===== config.mk =====
export PLATFORM = sky130hd
export DESIGN_NAME = kernel_afu
export DESIGN_NICKNAME = d
export VERILOG_FILES = /design/src/verilog/afu_pkg.sv /design/src/verilog/axi_mem_if.sv /design/src/verilog/kernel_afu.sv /design/src/verilog/word_update_engine.sv /design/src/verilog/axi_boundary_regs.sv /design/src/verilog/afu_control.sv /design/src/verilog/afu_reset_stretch.sv
export VERILOG_INCLUDE_DIRS = /design/src /design/src/include
export SDC_FILE = /design/constraint.sdc
export NUM_CORES = 1
export LEC_CHECK = 0
export ABC_CLOCK_PERIOD_IN_PS = 1970
export BUFFER_PORTS_ARGS = -buffer_cell sky130_fd_sc_hd__buf_2
export CORE_ASPECT_RATIO = 0.9
export CORE_MARGIN = 1.5
export CORE_UTILIZATION = 50
export CTS_CLUSTER_DIAMETER = 30
export CTS_CLUSTER_SIZE = 25
export DETAILED_ROUTE_END_ITERATION = 6
export HOLD_SLACK_MARGIN = 0.06
export PLACE_DENSITY = 0.74
export RECOVER_POWER = 50
export SLEW_MARGIN = 20
export SYNTH_ARGS = -nofsm -noshare
export SYNTH_HDL_FRONTEND = slang
export SYNTH_HIERARCHICAL = 1
export SYNTH_SLANG_ARGS = --single-unit
export TNS_END_PERCENT = 5

===== constraint.sdc =====
create_clock -name ap_clk -period 1.97 [get_ports ap_clk]
set_clock_uncertainty 0.15 [all_clocks]
set_input_delay 0.197 -clock ap_clk [delete_from_list [all_inputs] [get_ports ap_clk]]
set_output_delay 0.197 -clock ap_clk [all_outputs]
set_load 0.05 [all_outputs]

===== src/include/afu_defs.svh =====
// Bus widths, reset hold count and argument layout, included by any file that sizes a port
`ifndef AFU_DEFS_SVH
`define AFU_DEFS_SVH

// ----------------------------------------------------------------------------
// AXI4 master sizing
// ----------------------------------------------------------------------------
`define AFU_ADDR_W      64                 // Byte address width
`define AFU_DATA_W      64                 // One word per beat
`define AFU_STRB_W      (`AFU_DATA_W / 8)  // Byte enables per beat
`define AFU_WORD_SHIFT  3                  // Log2 of bytes per word

// ----------------------------------------------------------------------------
// Kernel arguments and reset
// ----------------------------------------------------------------------------
`define AFU_BUF_W       64                 // Width of each buffer_N argument
`define AFU_COUNT_W     32                 // Word count, low bits of buffer_2
`define AFU_ENDIAN_BIT  0                  // Swap enable inside buffer_3
`define AFU_RESET_HOLD  40                 // Cycles areset stays high

`endif

===== src/verilog/afu_pkg.sv =====
// Types and helpers shared by the kernel blocks and the testbench, imported per module
`include "afu_defs.svh"

package afu_pkg;

  // --------------------------------------------------------------------------
  // Job descriptor and state encodings
  // --------------------------------------------------------------------------
  typedef struct packed {
    logic [`AFU_ADDR_W-1:0]  src_addr;    // From buffer_0
    logic [`AFU_ADDR_W-1:0]  dst_addr;    // From buffer_1
    logic [`AFU_COUNT_W-1:0] word_count;  // From buffer_2
    logic                    endian;      // From buffer_3
  } afu_descriptor_t;

  typedef enum logic [1:0] {
    AFU_IDLE = 2'd0,  // Waiting for ap_start
    AFU_RUN  = 2'd1,  // Engine busy
    AFU_DONE = 2'd2   // ap_done cycle
  } afu_ctrl_state_e;

  typedef enum logic [2:0] {
    ENG_IDLE    = 3'd0,
    ENG_RD_REQ  = 3'd1,  // Offer read address
    ENG_RD_WAIT = 3'd2,  // Wait for R beat
    ENG_WR_REQ  = 3'd3,  // Offer write address and data
    ENG_WR_WAIT = 3'd4   // Wait for B beat
  } engine_state_e;

  // Byte reversal of one 64-bit word, pass-through when en is low
  function automatic logic [63:0] swap_bytes64(input logic [63:0] word, input logic en);
    logic [63:0] swapped;
    for (int b = 0; b < 8; b++) begin
      swapped[8*b +: 8] = word[8*(7-b) +: 8];
    end
    return en ? swapped : word;
  endfunction

endpackage


===== src/verilog/axi_mem_if.sv =====
// Single-word request bus from the compute engine to the registered AXI boundary
`timescale 1ns/1ps
`include "afu_defs.svh"

interface axi_mem_if;

  // --------------------------------------------------------------------------
  // Engine side requests
  // --------------------------------------------------------------------------
  logic                   rd_req;        // Read request, held until taken
  logic [`AFU_ADDR_W-1:0] rd_addr;
  logic                   wr_req;        // Write request, held until taken
  logic [`AFU_ADDR_W-1:0] wr_addr;
  logic [`AFU_DATA_W-1:0] wr_data;

  // --------------------------------------------------------------------------
  // Boundary side responses
  // --------------------------------------------------------------------------
  logic                   rd_req_ready;  // AR slot empty
  logic                   wr_req_ready;  // AW and W slots empty
  logic                   rd_valid;      // One-cycle pulse
  logic [`AFU_DATA_W-1:0] rd_data;       // Already endian corrected
  logic                   wr_done;       // One-cycle pulse per B beat

  modport engine (
    output rd_req, rd_addr, wr_req, wr_addr, wr_data,
    input  rd_req_ready, wr_req_ready, rd_valid, rd_data, wr_done
  );

  modport boundary (
    input  rd_req, rd_addr, wr_req, wr_addr, wr_data,
    output rd_req_ready, wr_req_ready, rd_valid, rd_data, wr_done
  );

endinterface


===== src/verilog/kernel_afu.sv =====
// Kernel top level, wires reset, control, AXI boundary and the word-update engine together
`timescale 1ns/1ps
`include "afu_defs.svh"

module kernel_afu import afu_pkg::*; (
  input  logic                   ap_clk,
  input  logic                   ap_rst_n,
  input  logic                   ap_start,
  output logic                   ap_idle,
  output logic                   ap_done,
  output logic                   ap_ready,
  input  logic [`AFU_BUF_W-1:0]  buffer_0,
  input  logic [`AFU_BUF_W-1:0]  buffer_1,
  input  logic [`AFU_BUF_W-1:0]  buffer_2,
  input  logic [`AFU_BUF_W-1:0]  buffer_3,
  output logic                   m00_axi_arvalid,
  input  logic                   m00_axi_arready,
  output logic [`AFU_ADDR_W-1:0] m00_axi_araddr,
  output logic [7:0]             m00_axi_arlen,
  input  logic                   m00_axi_rvalid,
  output logic                   m00_axi_rready,
  input  logic [`AFU_DATA_W-1:0] m00_axi_rdata,
  input  logic                   m00_axi_rlast,
  output logic                   m00_axi_awvalid,
  input  logic                   m00_axi_awready,
  output logic [`AFU_ADDR_W-1:0] m00_axi_awaddr,
  output logic [7:0]             m00_axi_awlen,
  output logic                   m00_axi_wvalid,
  input  logic                   m00_axi_wready,
  output logic [`AFU_DATA_W-1:0] m00_axi_wdata,
  output logic [`AFU_STRB_W-1:0] m00_axi_wstrb,
  output logic                   m00_axi_wlast,
  input  logic                   m00_axi_bvalid,
  output logic                   m00_axi_bready
);

  // --------------------------------------------------------------------------
  // Internal wiring
  // --------------------------------------------------------------------------
  logic            areset;     // Stretched, active high
  afu_descriptor_t desc;
  logic            job_start;
  logic            job_done;
  axi_mem_if       mem_bus (); // Engine to boundary

  afu_reset_stretch reset_i (
    .ap_clk   (ap_clk),
    .ap_rst_n (ap_rst_n),
    .ap_done  (ap_done),
    .areset   (areset)
  );

  afu_control control_i (
    .ap_clk    (ap_clk),
    .areset    (areset),
    .ap_start  (ap_start),
    .buffer_0  (buffer_0),
    .buffer_1  (buffer_1),
    .buffer_2  (buffer_2),
    .buffer_3  (buffer_3),
    .ap_idle   (ap_idle),
    .ap_done   (ap_done),
    .ap_ready  (ap_ready),
    .desc      (desc),
    .job_start (job_start),
    .job_done  (job_done)
  );

  axi_boundary_regs boundary_i (
    .ap_clk          (ap_clk),
    .areset          (areset),
    .endian          (desc.endian),  // Swap flag only
    .mem             (mem_bus.boundary),
    .m00_axi_arvalid (m00_axi_arvalid),
    .m00_axi_arready (m00_axi_arready),
    .m00_axi_araddr  (m00_axi_araddr),
    .m00_axi_arlen   (m00_axi_arlen),
    .m00_axi_rvalid  (m00_axi_rvalid),
    .m00_axi_rready  (m00_axi_rready),
    .m00_axi_rdata   (m00_axi_rdata),
    .m00_axi_rlast   (m00_axi_rlast),
    .m00_axi_awvalid (m00_axi_awvalid),
    .m00_axi_awready (m00_axi_awready),
    .m00_axi_awaddr  (m00_axi_awaddr),
    .m00_axi_awlen   (m00_axi_awlen),
    .m00_axi_wvalid  (m00_axi_wvalid),
    .m00_axi_wready  (m00_axi_wready),
    .m00_axi_wdata   (m00_axi_wdata),
    .m00_axi_wstrb   (m00_axi_wstrb),
    .m00_axi_wlast   (m00_axi_wlast),
    .m00_axi_bvalid  (m00_axi_bvalid),
    .m00_axi_bready  (m00_axi_bready)
  );

  word_update_engine engine_i (
    .ap_clk     (ap_clk),
    .areset     (areset),
    .job_start  (job_start),
    .src_addr   (desc.src_addr),
    .dst_addr   (desc.dst_addr),
    .word_count (desc.word_count),
    .mem        (mem_bus.engine),
    .job_done   (job_done)
  );

endmodule


===== src/verilog/word_update_engine.sv =====
// Compute unit that reads N words from src, adds one, and writes them to dst in order
`timescale 1ns/1ps
`include "afu_defs.svh"

module word_update_engine import afu_pkg::*; (
  input  logic                    ap_clk,
  input  logic                    areset,
  input  logic                    job_start,
  input  logic [`AFU_ADDR_W-1:0]  src_addr,
  input  logic [`AFU_ADDR_W-1:0]  dst_addr,
  input  logic [`AFU_COUNT_W-1:0] word_count,
  axi_mem_if.engine               mem,
  output logic                    job_done    // One pulse per job
);

  engine_state_e          state;
  logic [`AFU_COUNT_W-1:0] idx;       // Current word
  logic [`AFU_COUNT_W-1:0] idx_nxt;
  logic [`AFU_ADDR_W-1:0]  offs;      // Byte offset of idx
  logic [`AFU_DATA_W-1:0]  wr_data;

  assign idx_nxt = idx + 1'b1;
  assign offs    = {{(`AFU_ADDR_W-`AFU_COUNT_W-`AFU_WORD_SHIFT){1'b0}}, idx,
                    {`AFU_WORD_SHIFT{1'b0}}};

  assign mem.rd_req  = (state == ENG_RD_REQ);
  assign mem.rd_addr = src_addr + offs;  // Stable until AR taken
  assign mem.wr_req  = (state == ENG_WR_REQ);
  assign mem.wr_addr = dst_addr + offs;
  assign mem.wr_data = wr_data;

  // --------------------------------------------------------------------------
  // Word loop FSM
  // --------------------------------------------------------------------------
  always_ff @(posedge ap_clk or posedge areset) begin
    if (areset) begin
      state    <= ENG_IDLE;
      idx      <= '0;
      job_done <= 1'b0;
    end else begin
      job_done <= 1'b0;
      case (state)
        ENG_IDLE: begin
          if (job_start) begin
            idx <= '0;
            if (word_count == '0) job_done <= 1'b1;  // Empty job without bus traffic
            else state <= ENG_RD_REQ;
          end
        end
        ENG_RD_REQ:  if (mem.rd_req_ready) state <= ENG_RD_WAIT;
        ENG_RD_WAIT: if (mem.rd_valid) state <= ENG_WR_REQ;
        ENG_WR_REQ:  if (mem.wr_req_ready) state <= ENG_WR_WAIT;
        ENG_WR_WAIT: begin
          if (mem.wr_done) begin
            idx <= idx_nxt;
            if (idx_nxt == word_count) begin
              job_done <= 1'b1;   // Last B beat seen
              state    <= ENG_IDLE;
            end else begin
              state <= ENG_RD_REQ;
            end
          end
        end
        default: state <= ENG_IDLE;
      endcase
    end
  end

  // Incremented word held until the write is taken
  always_ff @(posedge ap_clk) begin
    if (state == ENG_RD_WAIT && mem.rd_valid) wr_data <= mem.rd_data + 1'b1;
  end

  // No write request and no unfinished write in the boundary while idle
  a_no_idle_write : assert property (@(posedge ap_clk) disable iff (areset)
    state == ENG_IDLE |-> !mem.wr_req && mem.wr_req_ready);

endmodule


===== src/verilog/axi_boundary_regs.sv =====
// Registered single-beat AXI4 master slice between the engine and m00_axi, with byte swap
`timescale 1ns/1ps
`include "afu_defs.svh"

module axi_boundary_regs import afu_pkg::*; (
  input  logic                   ap_clk,
  input  logic                   areset,
  input  logic                   endian,           // Latched job flag
  axi_mem_if.boundary            mem,
  output logic                   m00_axi_arvalid,
  input  logic                   m00_axi_arready,
  output logic [`AFU_ADDR_W-1:0] m00_axi_araddr,
  output logic [7:0]             m00_axi_arlen,
  input  logic                   m00_axi_rvalid,
  output logic                   m00_axi_rready,
  input  logic [`AFU_DATA_W-1:0] m00_axi_rdata,
  input  logic                   m00_axi_rlast,
  output logic                   m00_axi_awvalid,
  input  logic                   m00_axi_awready,
  output logic [`AFU_ADDR_W-1:0] m00_axi_awaddr,
  output logic [7:0]             m00_axi_awlen,
  output logic                   m00_axi_wvalid,
  input  logic                   m00_axi_wready,
  output logic [`AFU_DATA_W-1:0] m00_axi_wdata,
  output logic [`AFU_STRB_W-1:0] m00_axi_wstrb,
  output logic                   m00_axi_wlast,
  input  logic                   m00_axi_bvalid,
  output logic                   m00_axi_bready
);

  logic resp_rdy;  // Shared R and B ready
  logic rd_take;
  logic wr_take;

  assign mem.rd_req_ready = !m00_axi_arvalid;                     // AR slot empty
  assign mem.wr_req_ready = !m00_axi_awvalid && !m00_axi_wvalid;  // Both slots empty
  assign rd_take = mem.rd_req && mem.rd_req_ready;
  assign wr_take = mem.wr_req && mem.wr_req_ready;

  // --------------------------------------------------------------------------
  // Valid and ready flops
  // --------------------------------------------------------------------------
  always_ff @(posedge ap_clk or posedge areset) begin
    if (areset) begin
      m00_axi_arvalid <= 1'b0;
      m00_axi_awvalid <= 1'b0;
      m00_axi_wvalid  <= 1'b0;
      resp_rdy        <= 1'b0;
      mem.rd_valid    <= 1'b0;
      mem.wr_done     <= 1'b0;
    end else begin
      resp_rdy <= 1'b1;                     // Always sink R and B
      if (rd_take) m00_axi_arvalid <= 1'b1;
      else if (m00_axi_arready) m00_axi_arvalid <= 1'b0;
      if (wr_take) m00_axi_awvalid <= 1'b1;
      else if (m00_axi_awready) m00_axi_awvalid <= 1'b0;  // AW and W retire apart
      if (wr_take) m00_axi_wvalid <= 1'b1;
      else if (m00_axi_wready) m00_axi_wvalid <= 1'b0;
      mem.rd_valid <= m00_axi_rvalid && resp_rdy && m00_axi_rlast;
      mem.wr_done  <= m00_axi_bvalid && resp_rdy;
    end
  end

  // --------------------------------------------------------------------------
  // Payload flops, loaded only into an empty slot
  // --------------------------------------------------------------------------
  always_ff @(posedge ap_clk) begin
    if (rd_take) m00_axi_araddr <= mem.rd_addr;
    if (wr_take) begin
      m00_axi_awaddr <= mem.wr_addr;
      m00_axi_wdata  <= swap_bytes64(mem.wr_data, endian);  // Swap on the way out
    end
    mem.rd_data <= swap_bytes64(m00_axi_rdata, endian);     // Swap on the way in
  end

  assign m00_axi_rready = resp_rdy;
  assign m00_axi_bready = resp_rdy;
  assign m00_axi_arlen  = 8'd0;   // Single beat
  assign m00_axi_awlen  = 8'd0;
  assign m00_axi_wstrb  = '1;     // Full word writes
  assign m00_axi_wlast  = 1'b1;

  // Address held steady under AR back-pressure
  a_ar_stable : assert property (@(posedge ap_clk) disable iff (areset)
    m00_axi_arvalid && !m00_axi_arready |=> m00_axi_arvalid && $stable(m00_axi_araddr));

endmodule


===== src/verilog/afu_control.sv =====
// Kernel start/done/idle/ready handshake, latches the job descriptor and kicks the engine
`timescale 1ns/1ps
`include "afu_defs.svh"

module afu_control import afu_pkg::*; (
  input  logic                  ap_clk,
  input  logic                  areset,
  input  logic                  ap_start,
  input  logic [`AFU_BUF_W-1:0] buffer_0,   // Source base
  input  logic [`AFU_BUF_W-1:0] buffer_1,   // Destination base
  input  logic [`AFU_BUF_W-1:0] buffer_2,   // Word count
  input  logic [`AFU_BUF_W-1:0] buffer_3,   // Flags
  output logic                  ap_idle,
  output logic                  ap_done,
  output logic                  ap_ready,
  output afu_descriptor_t       desc,
  output logic                  job_start,  // One pulse per accepted start
  input  logic                  job_done
);

  afu_ctrl_state_e state;
  logic            start_take;

  assign start_take = (state == AFU_IDLE) && ap_start;

  // --------------------------------------------------------------------------
  // Handshake FSM
  // --------------------------------------------------------------------------
  always_ff @(posedge ap_clk or posedge areset) begin
    if (areset) begin
      state     <= AFU_IDLE;
      ap_idle   <= 1'b0;          // Low until the hold window ends
      ap_done   <= 1'b0;
      ap_ready  <= 1'b0;
      job_start <= 1'b0;
    end else begin
      ap_done   <= 1'b0;          // Pulses by default
      ap_ready  <= 1'b0;
      job_start <= 1'b0;
      case (state)
        AFU_IDLE: begin
          ap_idle <= !ap_start;   // Drop idle as the job is taken
          if (ap_start) begin
            job_start <= 1'b1;    // Descriptor valid on the same edge
            state     <= AFU_RUN;
          end
        end
        AFU_RUN: begin
          if (job_done) begin
            ap_done  <= 1'b1;
            ap_ready <= 1'b1;
            state    <= AFU_DONE;
          end
        end
        default: state <= AFU_IDLE;  // Done cycle, reset hold follows
      endcase
    end
  end

  // --------------------------------------------------------------------------
  // Descriptor latch
  // --------------------------------------------------------------------------
  always_ff @(posedge ap_clk) begin
    if (start_take) begin
      desc.src_addr   <= buffer_0[`AFU_ADDR_W-1:0];
      desc.dst_addr   <= buffer_1[`AFU_ADDR_W-1:0];
      desc.word_count <= buffer_2[`AFU_COUNT_W-1:0];  // Upper half ignored
      desc.endian     <= buffer_3[`AFU_ENDIAN_BIT];
    end
  end

  // Done only ever follows a running job
  a_done_from_run : assert property (@(posedge ap_clk) disable iff (areset)
    $rose(ap_done) |-> $past(state) == AFU_RUN);

endmodule


===== src/verilog/afu_reset_stretch.sv =====
// Internal reset generator that holds areset after power-on reset and again after every ap_done
`timescale 1ns/1ps
`include "afu_defs.svh"

module afu_reset_stretch (
  input  logic ap_clk,
  input  logic ap_rst_n,
  input  logic ap_done,   // Retrigger after each job
  output logic areset
);

  logic [`AFU_RESET_HOLD-1:0] hold_sr;  // Ones drain out the top

  always_ff @(posedge ap_clk or negedge ap_rst_n) begin
    if (!ap_rst_n) begin
      hold_sr <= '1;                    // Immediate assert
    end else if (ap_done) begin
      hold_sr <= '1;                    // Restart the hold window
    end else begin
      hold_sr <= hold_sr << 1;          // Count down toward release
    end
  end

  assign areset = hold_sr[`AFU_RESET_HOLD-1];

  // Control block stays in reset for the whole hold window after it reports done
  a_done_resets : assert property (@(posedge ap_clk) disable iff (!ap_rst_n)
    ap_done |=> areset ##(`AFU_RESET_HOLD-1) areset ##1 !areset);

endmodule


# Word-level counts from Yosys, hierarchy flattened

Index checks and enable logic that the tools add are counted.

Memory bits (writable): 0
Memory bits (read-only): 0
Memories: 0
Flip-flop bits (word level): 568
Bits in latches: 0

Bitwise logic cells: 0
Shift-type cells: 0
Multiplexer cells: 32
Magnitude comparators: 0
Reduce and logical (&&, ||, !) cells: 22
$add $sub $neg: 4
$mul: 0
Equality and inequality tests: 14
Div/mod/pow operators: 0

Operators with widths:

| cell                    | number |
|---|---|
| $add A64 B35 Y64        | 2 |
| $mux W64                | 2 |
| $add A64 B1 Y64 const B | 1 |
| $mux W32                | 2 |
| $pmux W32 S2            | 1 |
| $mux W40                | 1 |
| $add A32 B1 Y32 const B | 1 |
| $eq A32 B32 Y1          | 1 |
| $logic_not A32 Y1       | 1 |
| $mux W3                 | 6 |
| $mux W1                 | 15 |
| $pmux W3 S5             | 1 |
| $ne A2 B2 Y1 const B    | 7 |
| $logic_and A1 B1 Y1     | 8 |
| $reduce_bool A2 Y1      | 4 |
| $eq A3 B2 Y1 const B    | 2 |
| $reduce_and A6 Y1       | 1 |
| $logic_not A1 Y1        | 4 |
| $mux W2                 | 2 |
| $pmux W2 S2             | 1 |
| $eq A3 B1 Y1 const B    | 1 |
| $eq A3 B3 Y1 const B    | 1 |
| $logic_not A3 Y1        | 1 |
| $reduce_and A3 Y1       | 1 |
| 5 further kinds         | 5 |

# Logic depth before layout (Yosys ltp)

Word-level depth: 5
Gate-level depth with buffers: 12

# Hierarchy

The synthesis kept the hierarchy.

By module, submodules not included:

| module             | cells an instance | area an instance (um2) | times used |
|---|---|---|---|
| word_update_engine | 1232              | 10279.9                | 1 |
| axi_boundary_regs  | 445               | 9086.2                 | 1 |
| afu_control        | 177               | 5024.8                 | 1 |
| afu_reset_stretch  | 83                | 1325.0                 | 1 |

# Worst setup path before layout

No wires, ideal clock.

Path type: flip-flop to flip-flop
Start point: register control_i.state[1]
End point: register control_i.job_start
Clock period less this slack: 13.600 ns
Buffers on the path: 0
Stages on the path, launching flop included: 2
Path slack: -11.630 ns
Library setup time: 1.307 ns
Data arrival time: 12.143 ns
Cell sequence: dfrtp_1 -> nor3b_1

Word-level cells in the longest chain between the ends: 2

Ends and longest elaborated chain:

| item                   | RTL line          | text |
|---|---|---|
| start, declared        | afu_control.sv:21 | `afu_ctrl_state_e state;` |
| start signal, assigned | afu_control.sv:31 | `state <= AFU_IDLE;` |
| start signal, assigned | afu_control.sv:45 | `state <= AFU_RUN;` |
| start signal, assigned | afu_control.sv:52 | `state <= AFU_DONE;` |
| $logic_not A2 Y1       | afu_control.sv:40 | `case (state)` |
| $mux W1                | afu_control.sv:40 |  |
| end signal, assigned   | afu_control.sv:35 | `job_start <= 1'b0;` |
| end signal, assigned   | afu_control.sv:39 | `job_start <= 1'b0;` |
| end signal, assigned   | afu_control.sv:44 | `job_start <= 1'b1;` |
| end, declared          | afu_control.sv:17 | `output logic job_start,` |

No other way between the ends.
A chain may end at the register's enable or synchronous reset.

# Worst setup path after layout

Start point: register engine_i.idx[0]
End point: register boundary_i.m00_axi_awaddr[33] (data pin)

Word-level cells in the longest chain between the ends: 1

Ends and longest elaborated chain:

| item                    | RTL line                 | text |
|---|---|---|
| start, declared         | word_update_engine.sv:17 | `` logic [`AFU_COUNT_W-1:0] idx; `` |
| start signal, assigned  | word_update_engine.sv:55 | `idx <= idx_nxt;` |
| $add A64 B35 Y64        | word_update_engine.sv:29 | `assign mem.wr_addr = dst_addr + offs;` |
| net mem_bus.wr_addr[33] | axi_mem_if.sv:13         | `` logic [`AFU_ADDR_W-1:0] wr_addr; `` |
| end signal, assigned    | axi_boundary_regs.sv:70  | `m00_axi_awaddr <= mem.wr_addr;` |
| end, declared           | axi_boundary_regs.sv:20  | `` output logic [`AFU_ADDR_W-1:0] m00_axi_awaddr, `` |

The timed path passes the listed nets, and every way through them passes these cells.

==> run summary <==
Status = finished with violations
Failing checks = setup timing
Top cell type's share of synthesized area = 48.7%
Area grow syn2layout = 55.9%
Mapped Avg Cell Area = 13.3 sq um
Final Cycle Share = 181%
H-tree levels = 3
Register-to-register setup slack = -1.59 ns
Crit-path leading delay family = compound AO/OA/AOI/OAI gates
Cell with the most instances after synthesis = edfxtp_1
Skew-Pair Late Insertion Delay = 0.66 ns
Crit end category = register
Total power = 0.0424 W
Area after DPL = 32100 sq um
Yosys warnings = 6
Initial antenna violation count = 21
GRT Util Overall = 31.3%
Register bit total from synthesis = 568
Synth cell types = 85
Commonest cells post-synth = 417 x edfxtp_1, 158 x xnor2_1, 134 x nand2_1, 131 x mux2_2, 96 x nor2_1
Port buffer count = 433
CP Data Required Time = 2.22 ns
Number of synthesized flops with an enable pin = 417
Hold Path Class = in2reg
Die span in y = 218 um
Post-route ant nets = 0
First-pass GRT wire length = 127 mm
Synth Cell Area = 25700 sq um
CTS buffer count = 109
DRC viols = 0
Gate Count Post-Synth = 1937
Worst R2R Path Depth = 12
Max Fclk = 281 MHz
Worst Path Buf+Inv = 1
Die W = 242 um
CTS tree = yes
Crit path kind = reg2reg
Drt pass-1 iters = 5
CTS Sinks = 568
WL/cell = 22.3 um
Pins over their slew limit = 0
Final setup violation count = 293
Wire length after detailed routing = 88.2 mm
CP max stage cell = or4b_4
Cell count along the critical path = 12
Least-Margin Pin Slew = 1.10 ns
FFs w/ async S/R, synth = 15.3%
Pwr Density = 1060 nW/um^2
Initial Util = 50.9%
Top cells by area, synth = edfxtp_1 49%, mux2_2 5.7%, xnor2_1 5.4%
Setup TNS = -151.04 ns
Clock slew at reported path FFs = 0.06 ns
Clk buf depth = 3
Largest net degree at the start of global routing = 64
Unrepaired setup endpoints after global routing = yes
Clock Tree Root = clkbuf_16
Area leader, netlist = edfxtp_1
Critical Path Source Type = register
Data arrival, critical path = 3.81 ns
Final WS setup = -1.59 ns
# IOs = 554
Synth Flop Type = edfxtp_1
Final instance area = 40100 sq um
Hold Fails Final Rpt = 0
Worst stage delay on the critical path = 0.51 ns
Vias/cell = 5.50
Min Tclk post-route = 3.56 ns
Fin nets = 3555
Crit path max fanout = 3
Gr ovfl total = 0
DR vias = 21700
Post-Place Setup Slack = -1.74 ns
Relative slew slack = 26.9%
Die ar. = 52800 sq um
Layout cells sized above 1 = 46.8%
Leakage power = 16.6 nW
DRT iter0 DRCs = 1862
Cells on Worst Hold Path = 2
DPL Wire Length = 53.0 mm
Max_cap viols = 0
Worst VDD drop = 924 uV
RePlAce Congestion = 0.947
Vias in the first global route = 22800
Crit path cell chain = ha_4 -> fa_2 -> a21o_1 -> a221oi_2 -> buf_4 -> nor3_2 -> or4b_4 -> a311oi_2 -> a211o_1 -> nor2_1 -> a311o_1 -> xor2_1
FP Rows = 78
Sequential fraction of the synthesis area = 62.3%
Core area = 50600 sq um
-- flip-flops by register name, indices dropped and copies added, names as in the netlist, 2 cells and up --
| signal | flops |
|---|---|
| engine_i/state | 3 |
| control_i/desc | 161 |
| reset_i/hold_sr | 40 |
| engine_i/idx | 32 |
| boundary_i/m00_axi_wdata | 64 |
| control_i/state | 2 |
| engine_i/mem.wr_data | 64 |
| boundary_i/mem.rd_data | 64 |
| boundary_i/m00_axi_araddr | 64 |
| boundary_i/m00_axi_awaddr | 64 |
-- per-layer routing --
layer	vias up	global-route usage, %	routed length (um)
met5	-	0	102
met3	313	6.90	6060
met4	18	12.9	4260
met1	10700	36.1	32300
li1	9602	-	-
met2	1099	56.5	45400
-- cell families (layout without fill, tap and decap cells) --
family	Yosys count	after routing	share of synthesized area (%)
mux	135	135	5.94
buf+inv	129	1422	2.94
simple gates	531	532	10.7
other cells	2	39	0.0292
flops	568	568	62.3
xor+xnor	229	229	7.86
compound gates	275	275	6.78
fa+ha+maj	68	68	3.37
-- stage by stage --
step | cells | util (%) | hold slack [ns]
after floorplan | 1961 | - | -0.101
after global placement | 3453 | 63.4 | 0.00735
after detailed placement | 3453 | 63.4 | 0.0174
after CTS | 3924 | 77.9 | 0.0672
after global routing | 3947 | 79.3 | 0.0733
final | 3948 | 79.3 | 0.0910
-- power by group --
group | internal, W | switching (W)
Clock | 0.0126 | 0.00688
Sequential | 0.0145 | 0.000601
Combinational | 0.00218 | 0.00576
Total | 0.0292 | 0.0132
-- layout by cell type, fill, tap and decap left out, drive strengths merged, types with 66 or more instances in the layout --
cell and instances:
nor2 97, xnor2 158, a21oi 69, nand3 66
nand2 134, clkbuf 159, edfxtp 417, o21ai 84
mux2 131, buf 894, ha 66, dlygate4sd3 250
xor2 70
-- cell type report --
class                           count  area, sq um
Antenna cell                       13         32.5
Clock buffer                      127         2930
Tap cell                          680          851
Timing Repair Buffer             1176         8730
Multi-Input combinational cell   1265        10300
Inverter                           38          155
Clock inverter                     81          968
Sequential cell                   568        16100
Fill cell                        2799        10500
-- what timing repair did --
action                                  4_1_cts  5_1_grt
gates resized for setup                     189      146
cloned                                        1        0
endpoints found under the setup margin      309      333
hold endpoints to repair                    301        0
setup buffers                                12       13
pin swaps                                    67       50
hold buffers                                250        0
-- final timing paths --
kind                                           from                       endpoint
worst min-delay path                   buffer_1[63]             control_i/desc[96]
min in group asynchronous       reset_i/hold_sr[39]              engine_i/job_done
worst max-delay path                engine_i/idx[0]  boundary_i/m00_axi_awaddr[33]
max in group asynchronous       reset_i/hold_sr[39]               engine_i/idx[11]
worst min register to register   control_i/desc[34]   boundary_i/m00_axi_awaddr[1]
worst max register to register      engine_i/idx[0]  boundary_i/m00_axi_awaddr[33]
Note: power is estimated with default switching activity, not from simulation.
